[config.mk]
export PLATFORM = sky130hd
export DESIGN_NAME = qpu_exu
export DESIGN_NICKNAME = d
export VERILOG_FILES = /design/src/source/qpu_isa_pkg.sv /design/src/source/qpu_timing_pkg.sv /design/src/source/qpu_exu_decode.sv /design/src/source/qpu_exu_regfile.sv /design/src/source/qpu_exu_alu.sv /design/src/source/qpu_exu_fifo.sv /design/src/source/qpu_exu_timing_queue.sv /design/src/source/qpu_exu.sv
export VERILOG_INCLUDE_DIRS = /design/src /design/src/source
export SDC_FILE = /design/constraint.sdc
export NUM_CORES = 1
export LEC_CHECK = 0
export BUFFER_PORTS_ARGS = -buffer_cell sky130_fd_sc_hd__buf_2
export CAP_MARGIN = 5
export CORE_MARGIN = 2
export CORE_UTILIZATION = 53
export CTS_BUF_LIST = sky130_fd_sc_hd__clkbuf_16
export DETAILED_ROUTE_END_ITERATION = 7
export PLACE_DENSITY = 0.7
export SYNTH_ARGS = -nofsm -noshare
export SYNTH_HDL_FRONTEND = slang
export SYNTH_SLANG_ARGS = --single-unit
[constraint.sdc]
create_clock -name clk -period 4.63 [get_ports clk]
set_clock_uncertainty 0.15 [all_clocks]
set_input_delay 0.6945 -clock clk [delete_from_list [all_inputs] [get_ports clk]]
set_output_delay 0.6945 -clock clk [all_outputs]
set_load 0.02 [all_outputs]
[src/source/qpu_exu_params.svh]
// Execution stage parameters
`ifndef QPU_EXU_PARAMS_SVH
`define QPU_EXU_PARAMS_SVH

// Classical data path
`define QPU_XLEN             32
`define QPU_RF_NUM           16  // Register 0 reads zero
`define QPU_RFIDX_WIDTH      4

// Timing and event outputs
`define QPU_TIME_WIDTH       16
`define QPU_EVENT_NUM        4   // One valid bit per channel
`define QPU_EVENT_WIRE_WIDTH 12

// Entries in each of the time and event queues
`define QPU_QUEUE_DEPTH      4

`endif

[src/source/qpu_isa_pkg.sv]
// Instruction set types
`include "qpu_exu_params.svh"

package qpu_isa_pkg;

  // Codes outside this list decode as NOP
  typedef enum logic [3:0] {
    NOP   = 4'd0,
    ADD   = 4'd1,  // rd = rs1 + rs2
    ADDI  = 4'd2,  // rd = rs1 + imm
    TIME  = 4'd3,  // Time point rs1 + imm
    EVENT = 4'd4   // Event mask and data from imm
  } opcode_t;

  typedef logic [`QPU_XLEN-1:0] xlen_t;

  typedef logic [`QPU_RFIDX_WIDTH-1:0] rf_idx_t;

  // Zero-extended when used as an operand
  typedef logic [15:0] imm_t;

endpackage

[src/source/qpu_timing_pkg.sv]
// Timing output types
`include "qpu_exu_params.svh"

package qpu_timing_pkg;

  typedef logic [`QPU_TIME_WIDTH-1:0] qtime_t;

  typedef logic [`QPU_EVENT_NUM-1:0] event_mask_t;

  typedef logic [`QPU_EVENT_WIRE_WIDTH-1:0] event_data_t;

  // Mask in the upper bits, data in the lower bits
  typedef logic [`QPU_EVENT_NUM+`QPU_EVENT_WIRE_WIDTH-1:0] event_entry_t;

endpackage

[src/source/qpu_exu_decode.sv]
// Instruction field decoder
module qpu_exu_decode
  import qpu_isa_pkg::*;
(
  input  xlen_t   i_instr,
  output opcode_t o_opcode,
  output rf_idx_t o_rd,
  output rf_idx_t o_rs1,
  output rf_idx_t o_rs2,
  output imm_t    o_imm
);

  logic [3:0] op_bits;

  // Field layout, top down
  assign op_bits = i_instr[31:28];
  assign o_rd    = i_instr[27:24];
  assign o_rs1   = i_instr[23:20];
  assign o_rs2   = i_instr[19:16];
  assign o_imm   = i_instr[15:0];

  // Only legal operations leave the decoder
  always_comb begin
    case (op_bits)
      4'd1: begin
        o_opcode = ADD;
      end
      4'd2: begin
        o_opcode = ADDI;
      end
      4'd3: begin
        o_opcode = TIME;
      end
      4'd4: begin
        o_opcode = EVENT;
      end
      default: begin
        o_opcode = NOP;  // Includes code 0
      end
    endcase
  end

endmodule

[src/source/qpu_exu_regfile.sv]
// Classical register file
`include "qpu_exu_params.svh"

module qpu_exu_regfile
  import qpu_isa_pkg::*;
(
  input  logic    clk,
  input  logic    i_arst_n,
  input  rf_idx_t i_rs1,
  input  rf_idx_t i_rs2,
  output xlen_t   o_rs1_data,
  output xlen_t   o_rs2_data,
  input  logic    i_wen,
  input  rf_idx_t i_rd,
  input  xlen_t   i_wdata
);

  xlen_t rf_q [1:`QPU_RF_NUM-1];  // No storage behind register 0

  always_ff @(posedge clk or negedge i_arst_n) begin
    if (!i_arst_n) begin
      for (int i = 1; i < `QPU_RF_NUM; i++) begin
        rf_q[i] <= '0;
      end
    end else if (i_wen && (i_rd != '0)) begin
      rf_q[i_rd] <= i_wdata;
    end
  end

  // Two asynchronous read ports
  assign o_rs1_data = (i_rs1 == '0) ? '0 : rf_q[i_rs1];
  assign o_rs2_data = (i_rs2 == '0) ? '0 : rf_q[i_rs2];

endmodule

[src/source/qpu_exu_alu.sv]
// Execution ALU and stage handshake
`include "qpu_exu_params.svh"

module qpu_exu_alu
  import qpu_isa_pkg::*, qpu_timing_pkg::*;
(
  input  logic         i_valid,
  output logic         o_ready,
  input  opcode_t      i_opcode,
  input  rf_idx_t      i_rd,
  input  imm_t         i_imm,
  input  xlen_t        i_rs1_data,
  input  xlen_t        i_rs2_data,
  input  logic         i_tiq_full,
  input  logic         i_evq_full,
  output logic         o_rf_wen,
  output rf_idx_t      o_rf_rd,
  output xlen_t        o_rf_wdata,
  output logic         o_tiq_push,
  output qtime_t       o_tiq_time,
  output logic         o_evq_push,
  output event_entry_t o_evq_entry
);

  logic take;

  // Stall only when the target queue is full
  assign o_ready = ~(((i_opcode == TIME) & i_tiq_full) | ((i_opcode == EVENT) & i_evq_full));
  assign take    = i_valid & o_ready;

  // Write back
  assign o_rf_wen   = take & ((i_opcode == ADD) | (i_opcode == ADDI));
  assign o_rf_rd    = i_rd;
  assign o_rf_wdata = (i_opcode == ADD) ? (i_rs1_data + i_rs2_data)
                                        : (i_rs1_data + xlen_t'(i_imm));

  // Queue pushes
  assign o_tiq_push  = take & (i_opcode == TIME);
  assign o_tiq_time  = i_rs1_data[`QPU_TIME_WIDTH-1:0] + qtime_t'(i_imm);
  assign o_evq_push  = take & (i_opcode == EVENT);
  assign o_evq_entry = {event_mask_t'(i_imm[`QPU_EVENT_WIRE_WIDTH +: `QPU_EVENT_NUM]),
                        event_data_t'(i_imm[`QPU_EVENT_WIRE_WIDTH-1:0])};

endmodule

[src/source/qpu_exu_fifo.sv]
// Circular buffer FIFO
`include "qpu_exu_params.svh"

module qpu_exu_fifo #(
  parameter type T     = logic,
  parameter int  DEPTH = `QPU_QUEUE_DEPTH
) (
  input  logic clk,
  input  logic i_arst_n,
  input  logic i_push,
  input  T     i_data,
  input  logic i_pop,
  output T     o_data,
  output logic o_full,
  output logic o_empty
);

  localparam int PTR_W = (DEPTH > 1) ? $clog2(DEPTH) : 1;
  localparam int CNT_W = $clog2(DEPTH + 1);

  T                 mem [DEPTH];
  logic [PTR_W-1:0] wr_ptr;
  logic [PTR_W-1:0] rd_ptr;
  logic [CNT_W-1:0] count;
  logic             do_push;
  logic             do_pop;

  function automatic logic [PTR_W-1:0] ptr_inc(input logic [PTR_W-1:0] ptr);
    return (ptr == PTR_W'(DEPTH - 1)) ? '0 : ptr + 1'b1;
  endfunction

  assign do_push = i_push & ~o_full;
  assign do_pop  = i_pop & ~o_empty;
  assign o_full  = (count == CNT_W'(DEPTH));
  assign o_empty = (count == '0);
  assign o_data  = mem[rd_ptr];  // Head visible without a pop

  always_ff @(posedge clk or negedge i_arst_n) begin
    if (!i_arst_n) begin
      wr_ptr <= '0;
      rd_ptr <= '0;
      count  <= '0;
    end else begin
      if (do_push) wr_ptr <= ptr_inc(wr_ptr);
      if (do_pop)  rd_ptr <= ptr_inc(rd_ptr);
      if (do_push != do_pop) count <= do_push ? count + 1'b1 : count - 1'b1;
    end
  end

  always_ff @(posedge clk) begin
    if (do_push) mem[wr_ptr] <= i_data;
  end

endmodule

[src/source/qpu_exu_timing_queue.sv]
// Time and event queues with trigger firing
`include "qpu_exu_params.svh"

module qpu_exu_timing_queue
  import qpu_timing_pkg::*;
(
  input  logic         clk,
  input  logic         i_arst_n,
  input  logic         i_tiq_push,
  input  qtime_t       i_tiq_time,
  input  logic         i_evq_push,
  input  event_entry_t i_evq_entry,
  output logic         o_tiq_full,
  output logic         o_evq_full,
  output logic         o_busy,
  input  logic         i_trigger,
  input  qtime_t       i_trigger_clk,
  output logic         o_trigger_clk_ena,
  output event_mask_t  o_trigger_valid,
  output event_data_t  o_trigger_data
);

  qtime_t       tiq_head;
  event_entry_t evq_head;
  logic         tiq_empty;
  logic         evq_empty;
  logic         fire;
  logic         tiq_pop;
  logic         evq_pop;

  //////////////////////////////////////////////////
  // Queues
  qpu_exu_fifo #(.T(qtime_t), .DEPTH(`QPU_QUEUE_DEPTH)) u_tiq (
    .clk      (clk),
    .i_arst_n (i_arst_n),
    .i_push   (i_tiq_push),
    .i_data   (i_tiq_time),
    .i_pop    (tiq_pop),
    .o_data   (tiq_head),
    .o_full   (o_tiq_full),
    .o_empty  (tiq_empty)
  );

  qpu_exu_fifo #(.T(event_entry_t), .DEPTH(`QPU_QUEUE_DEPTH)) u_evq (
    .clk      (clk),
    .i_arst_n (i_arst_n),
    .i_push   (i_evq_push),
    .i_data   (i_evq_entry),
    .i_pop    (evq_pop),
    .o_data   (evq_head),
    .o_full   (o_evq_full),
    .o_empty  (evq_empty)
  );

  //////////////////////////////////////////////////
  // Fire on a head time match
  assign fire    = o_trigger_clk_ena & ~tiq_empty & ~evq_empty & (tiq_head == i_trigger_clk);
  assign tiq_pop = fire;
  assign evq_pop = fire;  // Heads leave as a pair
  assign o_busy  = ~tiq_empty | ~evq_empty;

  always_ff @(posedge clk or negedge i_arst_n) begin
    if (!i_arst_n) begin
      o_trigger_clk_ena <= 1'b0;
      o_trigger_valid   <= '0;
    end else begin
      if (i_trigger) o_trigger_clk_ena <= 1'b1;  // Sticky until reset
      o_trigger_valid <= fire ? evq_head[`QPU_EVENT_WIRE_WIDTH +: `QPU_EVENT_NUM] : '0;
    end
  end

  always_ff @(posedge clk) begin
    if (fire) o_trigger_data <= evq_head[`QPU_EVENT_WIRE_WIDTH-1:0];
  end

endmodule

[src/source/qpu_exu.sv]
// Quantum control execution stage
module qpu_exu
  import qpu_isa_pkg::*, qpu_timing_pkg::*;
(
  input  logic        clk,
  input  logic        i_arst_n,
  input  logic        i_valid,
  output logic        o_ready,
  input  xlen_t       i_instr,
  input  logic        i_trigger,
  input  qtime_t      i_trigger_clk,
  output logic        o_trigger_clk_ena,
  output event_mask_t o_trigger_valid,
  output event_data_t o_trigger_data,
  output logic        o_exu_active
);

  opcode_t      dec_opcode;
  rf_idx_t      dec_rd;
  rf_idx_t      dec_rs1;
  rf_idx_t      dec_rs2;
  imm_t         dec_imm;
  xlen_t        rf_rs1_data;
  xlen_t        rf_rs2_data;
  logic         rf_wen;
  rf_idx_t      rf_rd;
  xlen_t        rf_wdata;
  logic         tiq_push;
  qtime_t       tiq_time;
  logic         tiq_full;
  logic         evq_push;
  event_entry_t evq_entry;
  logic         evq_full;
  logic         tq_busy;

  //////////////////////////////////////////////////
  // Decode
  qpu_exu_decode u_decode (
    .i_instr  (i_instr),
    .o_opcode (dec_opcode),
    .o_rd     (dec_rd),
    .o_rs1    (dec_rs1),
    .o_rs2    (dec_rs2),
    .o_imm    (dec_imm)
  );

  //////////////////////////////////////////////////
  // Execute
  qpu_exu_alu u_alu (
    .i_valid     (i_valid),
    .o_ready     (o_ready),
    .i_opcode    (dec_opcode),
    .i_rd        (dec_rd),
    .i_imm       (dec_imm),
    .i_rs1_data  (rf_rs1_data),
    .i_rs2_data  (rf_rs2_data),
    .i_tiq_full  (tiq_full),
    .i_evq_full  (evq_full),
    .o_rf_wen    (rf_wen),
    .o_rf_rd     (rf_rd),
    .o_rf_wdata  (rf_wdata),
    .o_tiq_push  (tiq_push),
    .o_tiq_time  (tiq_time),
    .o_evq_push  (evq_push),
    .o_evq_entry (evq_entry)
  );

  //////////////////////////////////////////////////
  // Result
  qpu_exu_regfile u_regfile (
    .clk        (clk),
    .i_arst_n   (i_arst_n),
    .i_rs1      (dec_rs1),
    .i_rs2      (dec_rs2),
    .o_rs1_data (rf_rs1_data),
    .o_rs2_data (rf_rs2_data),
    .i_wen      (rf_wen),
    .i_rd       (rf_rd),
    .i_wdata    (rf_wdata)
  );

  qpu_exu_timing_queue u_timing_queue (
    .clk               (clk),
    .i_arst_n          (i_arst_n),
    .i_tiq_push        (tiq_push),
    .i_tiq_time        (tiq_time),
    .i_evq_push        (evq_push),
    .i_evq_entry       (evq_entry),
    .o_tiq_full        (tiq_full),
    .o_evq_full        (evq_full),
    .o_busy            (tq_busy),
    .i_trigger         (i_trigger),
    .i_trigger_clk     (i_trigger_clk),
    .o_trigger_clk_ena (o_trigger_clk_ena),
    .o_trigger_valid   (o_trigger_valid),
    .o_trigger_data    (o_trigger_data)
  );

  assign o_exu_active = tq_busy | i_valid;  // Pending events or a waiting instruction

endmodule

==> After elaboration in Yosys (flattened, before gate mapping) <==
Memories as Yosys holds them, arrays and structs flattened.
Index checks and enable logic that the tools add are counted.
Widths: inputs -> output; s select.
{ "totals": {"ram_bits": 128, "output_inout_bits": 19, "elab_cells": 114, "in_bits": 52, "reg_bits": 511, "mem_count": 2} }
{ "op_classes": {"bitwise": 25, "n_lt_le_gt_ge": 4, "n_mux": 24, "n_eq_ne": 17, "add_sub_neg": 11, "n_reduce_logical": 7} }
{ "mem_list": {"columns": ["memory", "depth", "word_bits", "read_ports", "rd_clocked_by_memory_dff", "wr", "line", "rtl"], "rows": [
  ["u_timing_queue.u_evq.mem", 4, 16, 1, 0, 1, "qpu_exu_fifo.sv:21", "T mem [DEPTH];"],
  ["u_timing_queue.u_tiq.mem", 4, 16, 1, 0, 1, "qpu_exu_fifo.sv:21", null]
]} }
{ "ops": {"columns": ["cell", "count"], "rows": [
  ["$bwmux 480", 1],
  ["$bmux 32 s4", 2],
  ["$mux 32", 8],
  ["$demux 32 s4", 1],
  ["$add 32x16->32", 1],
  ["$add 32x32->32", 1],
  ["$add 16x16->16", 1],
  ["$eq 16x16->1", 1],
  ["$ge 5x5->1 const B", 3],
  ["$not 4->5", 3],
  ["$and 1x1->1", 13],
  ["$pmux 3 s4", 1],
  ["$eq 3x3->1 const B", 3],
  ["$add 2x1->2 const B", 4],
  ["$eq 2x2->1 const B", 4],
  ["$eq 4x2->1 const B", 2],
  ["$logic_not 4->1", 2],
  ["$mux 2", 4],
  ["$add 3x1->3 const B", 2],
  ["$eq 3x2->1 const B", 2],
  ["$logic_not 3->1", 2],
  ["$mux 3", 2],
  ["$sub 3x1->3 const B", 2],
  ["$lt 5x1->1 const B", 1],
  ["other kinds (10)", 22]
]} }

==> Longest topological paths before layout <==
Gate-level depths: netlist of the first run.
{ "logic_depth": {"ltp_word": 11, "ltp_mapped": 18, "depth_no_buf": 14} }

==> Modules after synthesis <==
A second synthesis of the first run with hierarchy kept.
{ "unflattened": {"hier_cells": 2692, "area_unflattened_um2": 36186.0} }
{ "modules_own_cells": {"columns": ["module", "cells_per_inst", "n_inst", "seq_area_each_um2", "area_each_um2"], "rows": [
  ["qpu_exu_regfile", 1917, 1, 12011.5, 26462.9],
  ["qpu_exu_alu", 417, 1, 0.0, 3069.2],
  ["qpu_exu_fifo (u_timing_queue.u_evq)", 138, 1, 2097.0, 2841.5],
  ["qpu_exu_fifo (u_timing_queue.u_tiq)", 139, 1, 2097.0, 2841.5],
  ["qpu_exu_timing_queue", 47, 1, 485.5, 713.2],
  ["qpu_exu_decode", 33, 1, 0.0, 251.5],
  ["qpu_exu", 1, 1, 0.0, 6.3]
]} }

==> Least setup slack after synthesis of the first run <==
No wires, ideal clock.
{ "synth_path": {"kind": "input to register", "from": "input port i_instr[17]", "to": "register u_regfile.rf_q[109] (netlist bit)", "path_slack_ps": -514, "stages": 15, "arrival_ps": 4861, "path_buffers": 4, "t_required_ps": 4347, "setup_time_ps": 133, "cell_sequence": "clkbuf_1 > clkbuf_1 > clkbuf_1 > mux4_2 > mux4_2 > a22o_1 > ha_1 > a2111oi_0 > o21a_1 > o31ai_1 > o31ai_2 > mux2i_1 > a311oi_1 > clkbuf_1 > o21ai_0"} }
{ "synth_between": {"elab_chain_len": 8, "elab_cells_between_ends": 9, "cone_classes": "1 x add/sub; 6 x mux; 1 x bitwise; 1 x reduce/logical"} }
{ "synth_rtl": {"columns": ["element", "line", "rtl"], "rows": [
  ["start: declaration", "qpu_exu.sv:9", "input xlen_t i_instr,"],
  ["$not 4->5 (not written as such)", "qpu_exu_regfile.sv:32", "assign o_rs2_data = (i_rs2 == '0) ? '0 : rf_q[i_rs2];"],
  ["$bmux 32 s4", "qpu_exu_regfile.sv:32", null],
  ["$mux 32 (not written as such) (2 in series)", "qpu_exu_regfile.sv:32", null],
  ["$mux 32 *", "qpu_exu_regfile.sv:32", null],
  ["$add 32x32->32 *", "qpu_exu_alu.sv:34", "assign o_rf_wdata = (i_opcode == ADD) ? (i_rs1_data + i_rs2_data)"],
  ["$mux 32 *", "qpu_exu_alu.sv:34", null],
  ["$bwmux 480 *", "qpu_exu_regfile.sv:26", "rf_q[i_rd] <= i_wdata;"],
  ["end signal: indexed assignment", "qpu_exu_regfile.sv:26", null],
  ["end: declaration", "qpu_exu_regfile.sv:18", "xlen_t rf_q [1:`QPU_RF_NUM-1];"]
]} }
Mark *: on every way between the ends. The rest lies on a longest branch, timed or not. The select of a mux whose other input is x is not followed.
A chain may end at the register's enable or synchronous reset.

==> Worst setup path after layout of the first run <==
{ "layout_path": {"from": "input port i_instr[17]", "to": "register u_regfile.rf_q[232] (netlist bit)"} }
The elaborated chain is that of the path after synthesis.

==> flow_metrics.env, run 1 <==
export IMPL_grt_max_degree=118
export IMPL_worstPathArrival_ps=4590
export IMPL_start_util_pct=53.9
export IMPL_wire_per_inst_um=23.3
export IMPL_power_mw=9.54
export IMPL_finalWirelength_um=55700
export IMPL_n_antenna_cell=0
export IMPL_worstMarginPinSlew_ps=1080
export IMPL_rsz0062_at_grt="no"
export IMPL_dieHeight_um=202
export IMPL_post_synth_top_area_cell="dfrtp_1"
export IMPL_fmax_mhz=236
export IMPL_slowest_delay_ps=650
export IMPL_maxSlewViolCount=0
export IMPL_nNetsFinal=1936
export IMPL_hp_class="input pin to async pin"
export IMPL_htree_levels=2
export IMPL_syn_nets=1808
export IMPL_drt_initial_drc_count=1081
export IMPL_clkSlewWorstSetupHoldPaths_ps=60
export IMPL_synth_top_area_share_pct=31.0
export IMPL_period_share_pct=91.6
export IMPL_status="finished clean"
export IMPL_cp_cell_sequence="buf_2 > nor2b_2 > buf_4 > a22o_1 > mux4_2 > a22o_1 > ha_1 > inv_1 > fa_1 > nor2b_1 > o21a_1 > o21ai_0 > o21ai_0 > a21oi_2 > buf_12 > or3_1 > nand3_1"
export IMPL_postSynth_asyncResetShare_pct=64.9
export IMPL_r2r_setup_slack_ps=560
export IMPL_r2r_end="u_regfile.rf_q[77]"
export IMPL_vias=14700
export IMPL_final_min_clock_period_ps=4240
export IMPL_cts_setup_buffers=0
export IMPL_synthAdderAreaFrac_pct=2.78
export IMPL_hpwl_um=36700
export IMPL_required_ps=4990
export IMPL_cts_sinks=399
export IMPL_ir_worst_vdd_uv=221
export IMPL_synthTopCellsByArea="dfrtp_1 31%, edfxtp_1 20%, mux4_2 16%, o21ai_0 4.9%, nand2_1 4.3%"
export IMPL_synth_compound_area_share_pct=10.7
export IMPL_synth_xor_area_share_pct=2.09
export IMPL_antenna_left=0
export IMPL_port_buffers=70
export IMPL_synth_mux_area_share_pct=20.1
export IMPL_gp_congestion=0.895
export IMPL_met1_usage_pct=36.5
export IMPL_dominantRegCellSynth="dfrtp_1"
export IMPL_grt_busiest_layer="met2"
export IMPL_synth_top_family_by_area="multiplexers"
export IMPL_end_kind="flop"
export IMPL_cts_root_buf="clkbuf_16"
export IMPL_crit_slowest_cell="nor2b_2"
export IMPL_synth_cell_type_count=62
export IMPL_finalSetupViolCount=0
export IMPL_grt_overflow=0
export IMPL_powerDensity_nw_per_um2=396
export IMPL_synth_edf_count=140
export IMPL_crit_type="input pin to flop"
export IMPL_hold_buffers=0
export IMPL_r2r_start="u_regfile.rf_q[134]"
export IMPL_cts_made_buffers=43
export IMPL_cts_tree="done"
export IMPL_cts_max_path_buffers=3
export IMPL_fp_dieW_um=202
export IMPL_use_met2_pct=46.5
export IMPL_grtUsageMet3_pct=4.49
export IMPL_syn_inst=1712
export IMPL_row_count=72
export IMPL_drv_cap=0
export IMPL_grt_pass1_vias=15100
export IMPL_die_area_um2=41000
export IMPL_area_growth_syn_to_layout_pct=15.5
export IMPL_core_area_um2=38700
export IMPL_avgSynthCellArea_um2=12.2
export IMPL_crit_fanout=26
export IMPL_grt_pass1_wl_um=87500
export IMPL_seq_area_frac_synth_pct=51.2
export IMPL_antenna_found_initial=0
export IMPL_ys_ff_latch=399
export IMPL_holdWs_ps=64.8
export IMPL_rr_worst_depth=13
export IMPL_cp_start_kind="input pin"
export IMPL_synth_area_um2=20900
export IMPL_maxSlewHeadroom_pct=27.8
export IMPL_synth_simple_area_share_pct=10.2
export IMPL_yosys_warnings=0
export IMPL_viasPerCell=6.14
export IMPL_total_leakage_power_nw=9.98
export IMPL_drc=0
export IMPL_first_pass_iters=6
export IMPL_ios=71
export IMPL_finalHoldViolations=0
export IMPL_track_usage_pct=28.0
export IMPL_worstSkewPairLatency_ps=580
export IMPL_drive_gt1_share_pct=26.3
==> cells in the final DEF, fill, tap and decap left out, types with 42 or more instances in the layout <==
| master | count |
|---|---|
| nand2_1 | 240 |
| dfrtp_1 | 259 |
| edfxtp_1 | 140 |
| buf_4 | 132 |
| nor2_1 | 103 |
| a22o_1 | 42 |
| mux2_2 | 50 |
| buf_2 | 67 |
| mux4_2 | 151 |
| clkbuf_16 | 44 |
| o21ai_0 | 205 |
==> worst max path at each step <==
stage | slack [ps] | from | cells after the start | endpoint
after floorplan | 20 | i_instr[16] | 15 | u_regfile.rf_q[236]
after global placement | -190 | i_instr[17] | 17 | u_regfile.rf_q[328]
after detailed placement | -280 | i_instr[17] | 17 | u_regfile.rf_q[456]
after CTS | 160 | i_instr[17] | 17 | u_regfile.rf_q[296]
after global routing | 140 | i_instr[17] | 16 | u_regfile.rf_q[13]
final | 390 | i_instr[17] | 17 | u_regfile.rf_q[232]
==> critical path, delay by kind of cell <==
family                     cells  cell delay [ps]
and+or+nand+nor                4             1240
AOI/OAI and AO/OA              6             1010
buffers and inverters          4              740
adders and majority gates      2              640
muxes                          1              250
==> cell families after synthesis <==
kind of cell / Yosys count
AO/OA/AOI/OAI: 367
XOR/XNOR: 48
adder cells (fa/ha/maj): 44
buffers and inverters: 151
flip-flops: 399
multiplexers: 224
AND/OR/NAND/NOR: 479
==> report_power, final <==
part	total (mW)	internal (mW)	switching, mW	leakage [nW]
clock	3.50	2.06	1.44	0.740
sequential	4.25	4.01	0.242	4.77
combinational	1.80	0.826	0.970	4.48
total	9.54	6.89	2.65	9.98
==> per-stage QoR <==
stage / utilization [%] / setup WS, ps / instances / cell area, um^2 / TNS, ps
2_1_floorplan: - / 16.8 / 1712 / 20900 / 0
3_3_place_gp: 58.5 / -188 / 2313 / 22700 / -8890
3_5_place_dp: 58.5 / -281 / 2313 / 22700 / -20260
4_1_cts: 62.2 / 156 / 2392 / 24100 / 0
5_1_grt: 62.2 / 138 / 2392 / 24100 / 0
6_report: 62.2 / 391 / 2392 / 24100 / 0
==> cells in the mapped netlist (7+ instances only) <==
cell        n
nand2b_1   15
o211ai_1    7
mux2_2     50
o21ai_0   205
dfrtp_1   259
xor2_1     11
buf_1      17
or3_1      31
nor2b_1    14
xnor2_1    35
o21ai_1    10
and2_1     11
a22o_1     42
mux2i_1    20
ha_1       40
nor2_1    103
mux4_2    151
clkbuf_1  105
inv_1      17
a21o_1     12
a211oi_1   25
buf_2       7
a21oi_1    25
nand2_1   240
nand3_1    26
nand4_1     8
edfxtp_1  140
==> repair_timing <==
action,4_1_cts,5_1_grt
endpoints found under the setup margin,0,37
endpoints found under the hold margin,0,0
resized for setup,0,1
==> flip-flops by register name, summed over array words and instances (netlist names) <==
| name | flops |
|---|---|
| u_timing_queue.o_trigger_valid | 4 |
| u_timing_queue.u_tiq.mem | 64 |
| u_timing_queue.u_evq.rd_ptr | 2 |
| u_timing_queue.o_trigger_clk_ena | 1 |
| u_timing_queue.u_tiq.wr_ptr | 2 |
| u_regfile.rf_q | 240 |
| u_timing_queue.u_tiq.count | 3 |
| u_timing_queue.u_evq.count | 3 |
| u_timing_queue.u_evq.wr_ptr | 2 |
| u_timing_queue.u_tiq.rd_ptr | 2 |
| u_timing_queue.o_trigger_data | 12 |
| u_timing_queue.u_evq.mem | 64 |
==> metal layers <==
metal	routed length, um	part of all wire [%]	vias up
li1	-	-	6634
met4	2610	4.7	0
met1	22500	40	7390
met3	3380	6.1	153
met5	0	0	-
met2	27200	49	512
==> cell type report <==
class | count | area [um^2]
well taps | 518 | 648
inverters | 17 | 63.8
clock buffers | 44 | 1100
multi-input cells | 1162 | 9600
clock inverters | 35 | 327
repair buffers | 217 | 1680
fillers | 2940 | 14600
flip-flops and latches | 399 | 10700
(Power assumes the default switching activity.)
==> run 2, diff against run 1 <==
--- a/config.mk
+++ b/config.mk
@@ -12,7 +12,8 @@
 export CORE_UTILIZATION = 53
 export CTS_BUF_LIST = sky130_fd_sc_hd__clkbuf_16
 export DETAILED_ROUTE_END_ITERATION = 7
-export PLACE_DENSITY = 0.7
+export PLACE_DENSITY = 0.69
 export SYNTH_ARGS = -nofsm -noshare
 export SYNTH_HDL_FRONTEND = slang
+export SYNTH_HIERARCHICAL = 1
 export SYNTH_SLANG_ARGS = --single-unit
==> run 2 against run 1 <==
Cell count shrank 6.5%; global-route usage shrank 2.2 points; die area grew 5.8%; setup slack lost 76 ps; fmax shrank 1.8%; first-iteration DRC count grew 3.4%; critical path type unchanged; critical endpoint is now u_regfile/rf_q[172]; highest routed layer is now met5.
==> flow_metrics.env, run 2 <==
export IMPL_required_ps=4970
export IMPL_start_util_pct=53.9
export IMPL_intPower_mw=6.60
export IMPL_viasPerCell=6.20
export IMPL_total_leakage_power_nw=10.7
export IMPL_antenna_left=0
export IMPL_antenna_found_initial=2
export IMPL_fill_cells=3213
export IMPL_end_kind="flop"
export IMPL_track_usage_pct=25.8
export IMPL_finalSetupViolCount=0
export IMPL_pwr_share_clk_pct=37.3
export IMPL_drc=0
export IMPL_grt_overflow=0
export IMPL_hpwl_um=38200
export IMPL_final_setup_tns_ps=0
export IMPL_cts_sinks=399
export IMPL_drv_cap=0
export IMPL_p_seq_share_pct=45.9
export IMPL_rsz0062_at_grt="no"
export IMPL_grt_max_degree=113
export IMPL_avgSynthCellArea_um2=13.6
export IMPL_port_buffers=70
export IMPL_dieHeight_um=208
export IMPL_syn_nets=1720
export IMPL_final_cell_mix="259 x mux2_2, 259 x dfrtp_1, 140 x edfxtp_1"
export IMPL_worstPathArrival_ps=4650
export IMPL_cts_max_path_buffers=3
export IMPL_fp_dieW_um=208
export IMPL_cts_tree="done"
export IMPL_n_antenna_cell=0
export IMPL_maxSlewViolCount=0
export IMPL_drive_gt1_share_pct=39.8
export IMPL_row_count=74
export IMPL_ios=71
export IMPL_core_area_um2=41000
export IMPL_vias=13900
export IMPL_hp_class="input pin to async pin"
export IMPL_nNetsFinal=1774
export IMPL_top_register="u_regfile/rf_q"
export IMPL_ir_worst_vdd_uv=235
export IMPL_crit_type="input pin to flop"
export IMPL_power_switching_mw=2.33
export IMPL_synth_area_um2=22100
export IMPL_cp_start_kind="input pin"
export IMPL_finalWirelength_um=55000
export IMPL_largest_reg_flops=240
export IMPL_period_share_pct=93.2
export IMPL_p_sw_share_pct=26.1
export IMPL_final_min_clock_period_ps=4320
export IMPL_clkSlewWorstSetupHoldPaths_ps=60
export IMPL_powerDensity_nw_per_um2=363
export IMPL_die_area_um2=43400
export IMPL_grt_pass1_wl_um=85100
export IMPL_worstSkewPairLatency_ps=570
export IMPL_yosys_warnings=6
export IMPL_syn_inst=1621
export IMPL_finalHoldViolations=0
export IMPL_wire_per_inst_um=24.6
export IMPL_crit_fanout=25
export IMPL_fmax_mhz=232
export IMPL_drt_initial_drc_count=1118
export IMPL_area_growth_syn_to_layout_pct=11.2
export IMPL_combPwrFrac_pct=16.8
export IMPL_place_ws_ps=-409
export IMPL_reg_largest_list="u_regfile/rf_q x240, u_timing_queue/u_evq/mem x64, u_timing_queue/u_tiq/mem x64"
export IMPL_grt_pass1_vias=14300
export IMPL_maxSlewHeadroom_pct=21.3
export IMPL_worstMarginPinSlew_ps=1180
export IMPL_status="finished clean"
export IMPL_cts_root_buf="clkbuf_16"
export IMPL_first_pass_iters=5
export IMPL_htree_levels=2
export IMPL_gp_congestion=0.883
export IMPL_cts_made_buffers=42
export IMPL_setup_slack_ps=314
run 2: cell count changes in the layout (fill, tap and decap cells not counted), moves of 11 or more:
cell / delta
a21oi_1: +13
a22o_1: -31
nand2_1: -187
o21ai_0: -183
o221ai_1: +11
or3_1: -25
mux2_2: +209
mux4_2: -55
mux2i_1: +44
a211oi_1: -21
nor2_1: -55
o22ai_1: +11
a221o_1: +13
mux2_1: +45
run 2: path summary, 6_finish.rpt:
path	from	end	slack (ps)	cells past startpoint
setup / recovery	i_instr[16]	u_regfile/rf_q[172]	310	14
hold / removal	i_arst_n	u_timing_queue/o_trigger_clk_ena	80	1
setup reg to reg	u_regfile/rf_q[260]	u_regfile/rf_q[172]	480	12
hold reg to reg	u_timing_queue/o_trigger_clk_ena	u_timing_queue/o_trigger_clk_ena	360	1
max in group asynchronous	i_arst_n	u_regfile/rf_q[302]	3260	2
min in group clk	i_trigger	u_timing_queue/o_trigger_clk_ena	190	2
run 2: timing repair:
| item | CTS | global route |
|---|---|---|
| gates resized for setup | 0 | 3 |
| setup endpoints to repair | 0 | 39 |
| setup buffers | 0 | 0 |
| hold buffers | 0 | 0 |
| hold endpoints to repair | 0 | 0 |
run 2: critical path, stage by stage:
cell      delay [ps]
buf_4            250
buf_4            200
buf_12           200
nor2b_1          130
a22o_1           240
a221o_1          370
mux2_2           280
ha_1             350
a21oi_1          350
nand2b_1         200
nand4_1          100
a31o_2           250
xor2_1           720
mux2_2           300
run 2: final cells by class:
cell class / count / area (um^2) / area share, %
Sequential cell: 399 / 10700 / 43.5
Multi-Input combinational cell: 988 / 10100 / 41.1
Timing Repair Buffer: 221 / 1700 / 6.91
Clock buffer: 43 / 1080 / 4.38
Tap cell: 532 / 666 / 2.71
Clock inverter: 31 / 270 / 1.10
Inverter: 23 / 86.3 / 0.351
run 2: metal layers:
| layer | GRT usage, % | part of all wire [%] |
|---|---|---|
| met3 | 4.18 | 5.9 |
| met2 | 41.2 | 48 |
| met4 | 7.89 | 2.3 |
| met1 | 36.5 | 44 |
| met5 | 0 | 0.022 |
run 2: metrics by stage:
step | hold WS, ps | total power, mW | utilization [%] | std cells | instance area, um^2
2_1_floorplan | 249 | 5.11 | - | 1621 | 22100
3_3_place_gp | 330 | 5.59 | 56.6 | 2163 | 23200
3_5_place_dp | 350 | 5.65 | 56.6 | 2163 | 23200
4_1_cts | 104 | 8.99 | 59.9 | 2237 | 24600
5_1_grt | 144 | 9.30 | 60.0 | 2237 | 24600
6_report | 77.8 | 8.93 | 60.0 | 2237 | 24600
run 2: power by group through the flow:
stage                     combinational, mW  sequential, mW  clock, mW
after floorplan                        1.01            4.10          0
after CTS                              1.49            4.09       3.40
after detailed placement               1.49            4.16          0
after global placement                 1.45            4.14          0
after global routing                   1.62            4.12       3.56
final                                  1.50            4.10       3.33
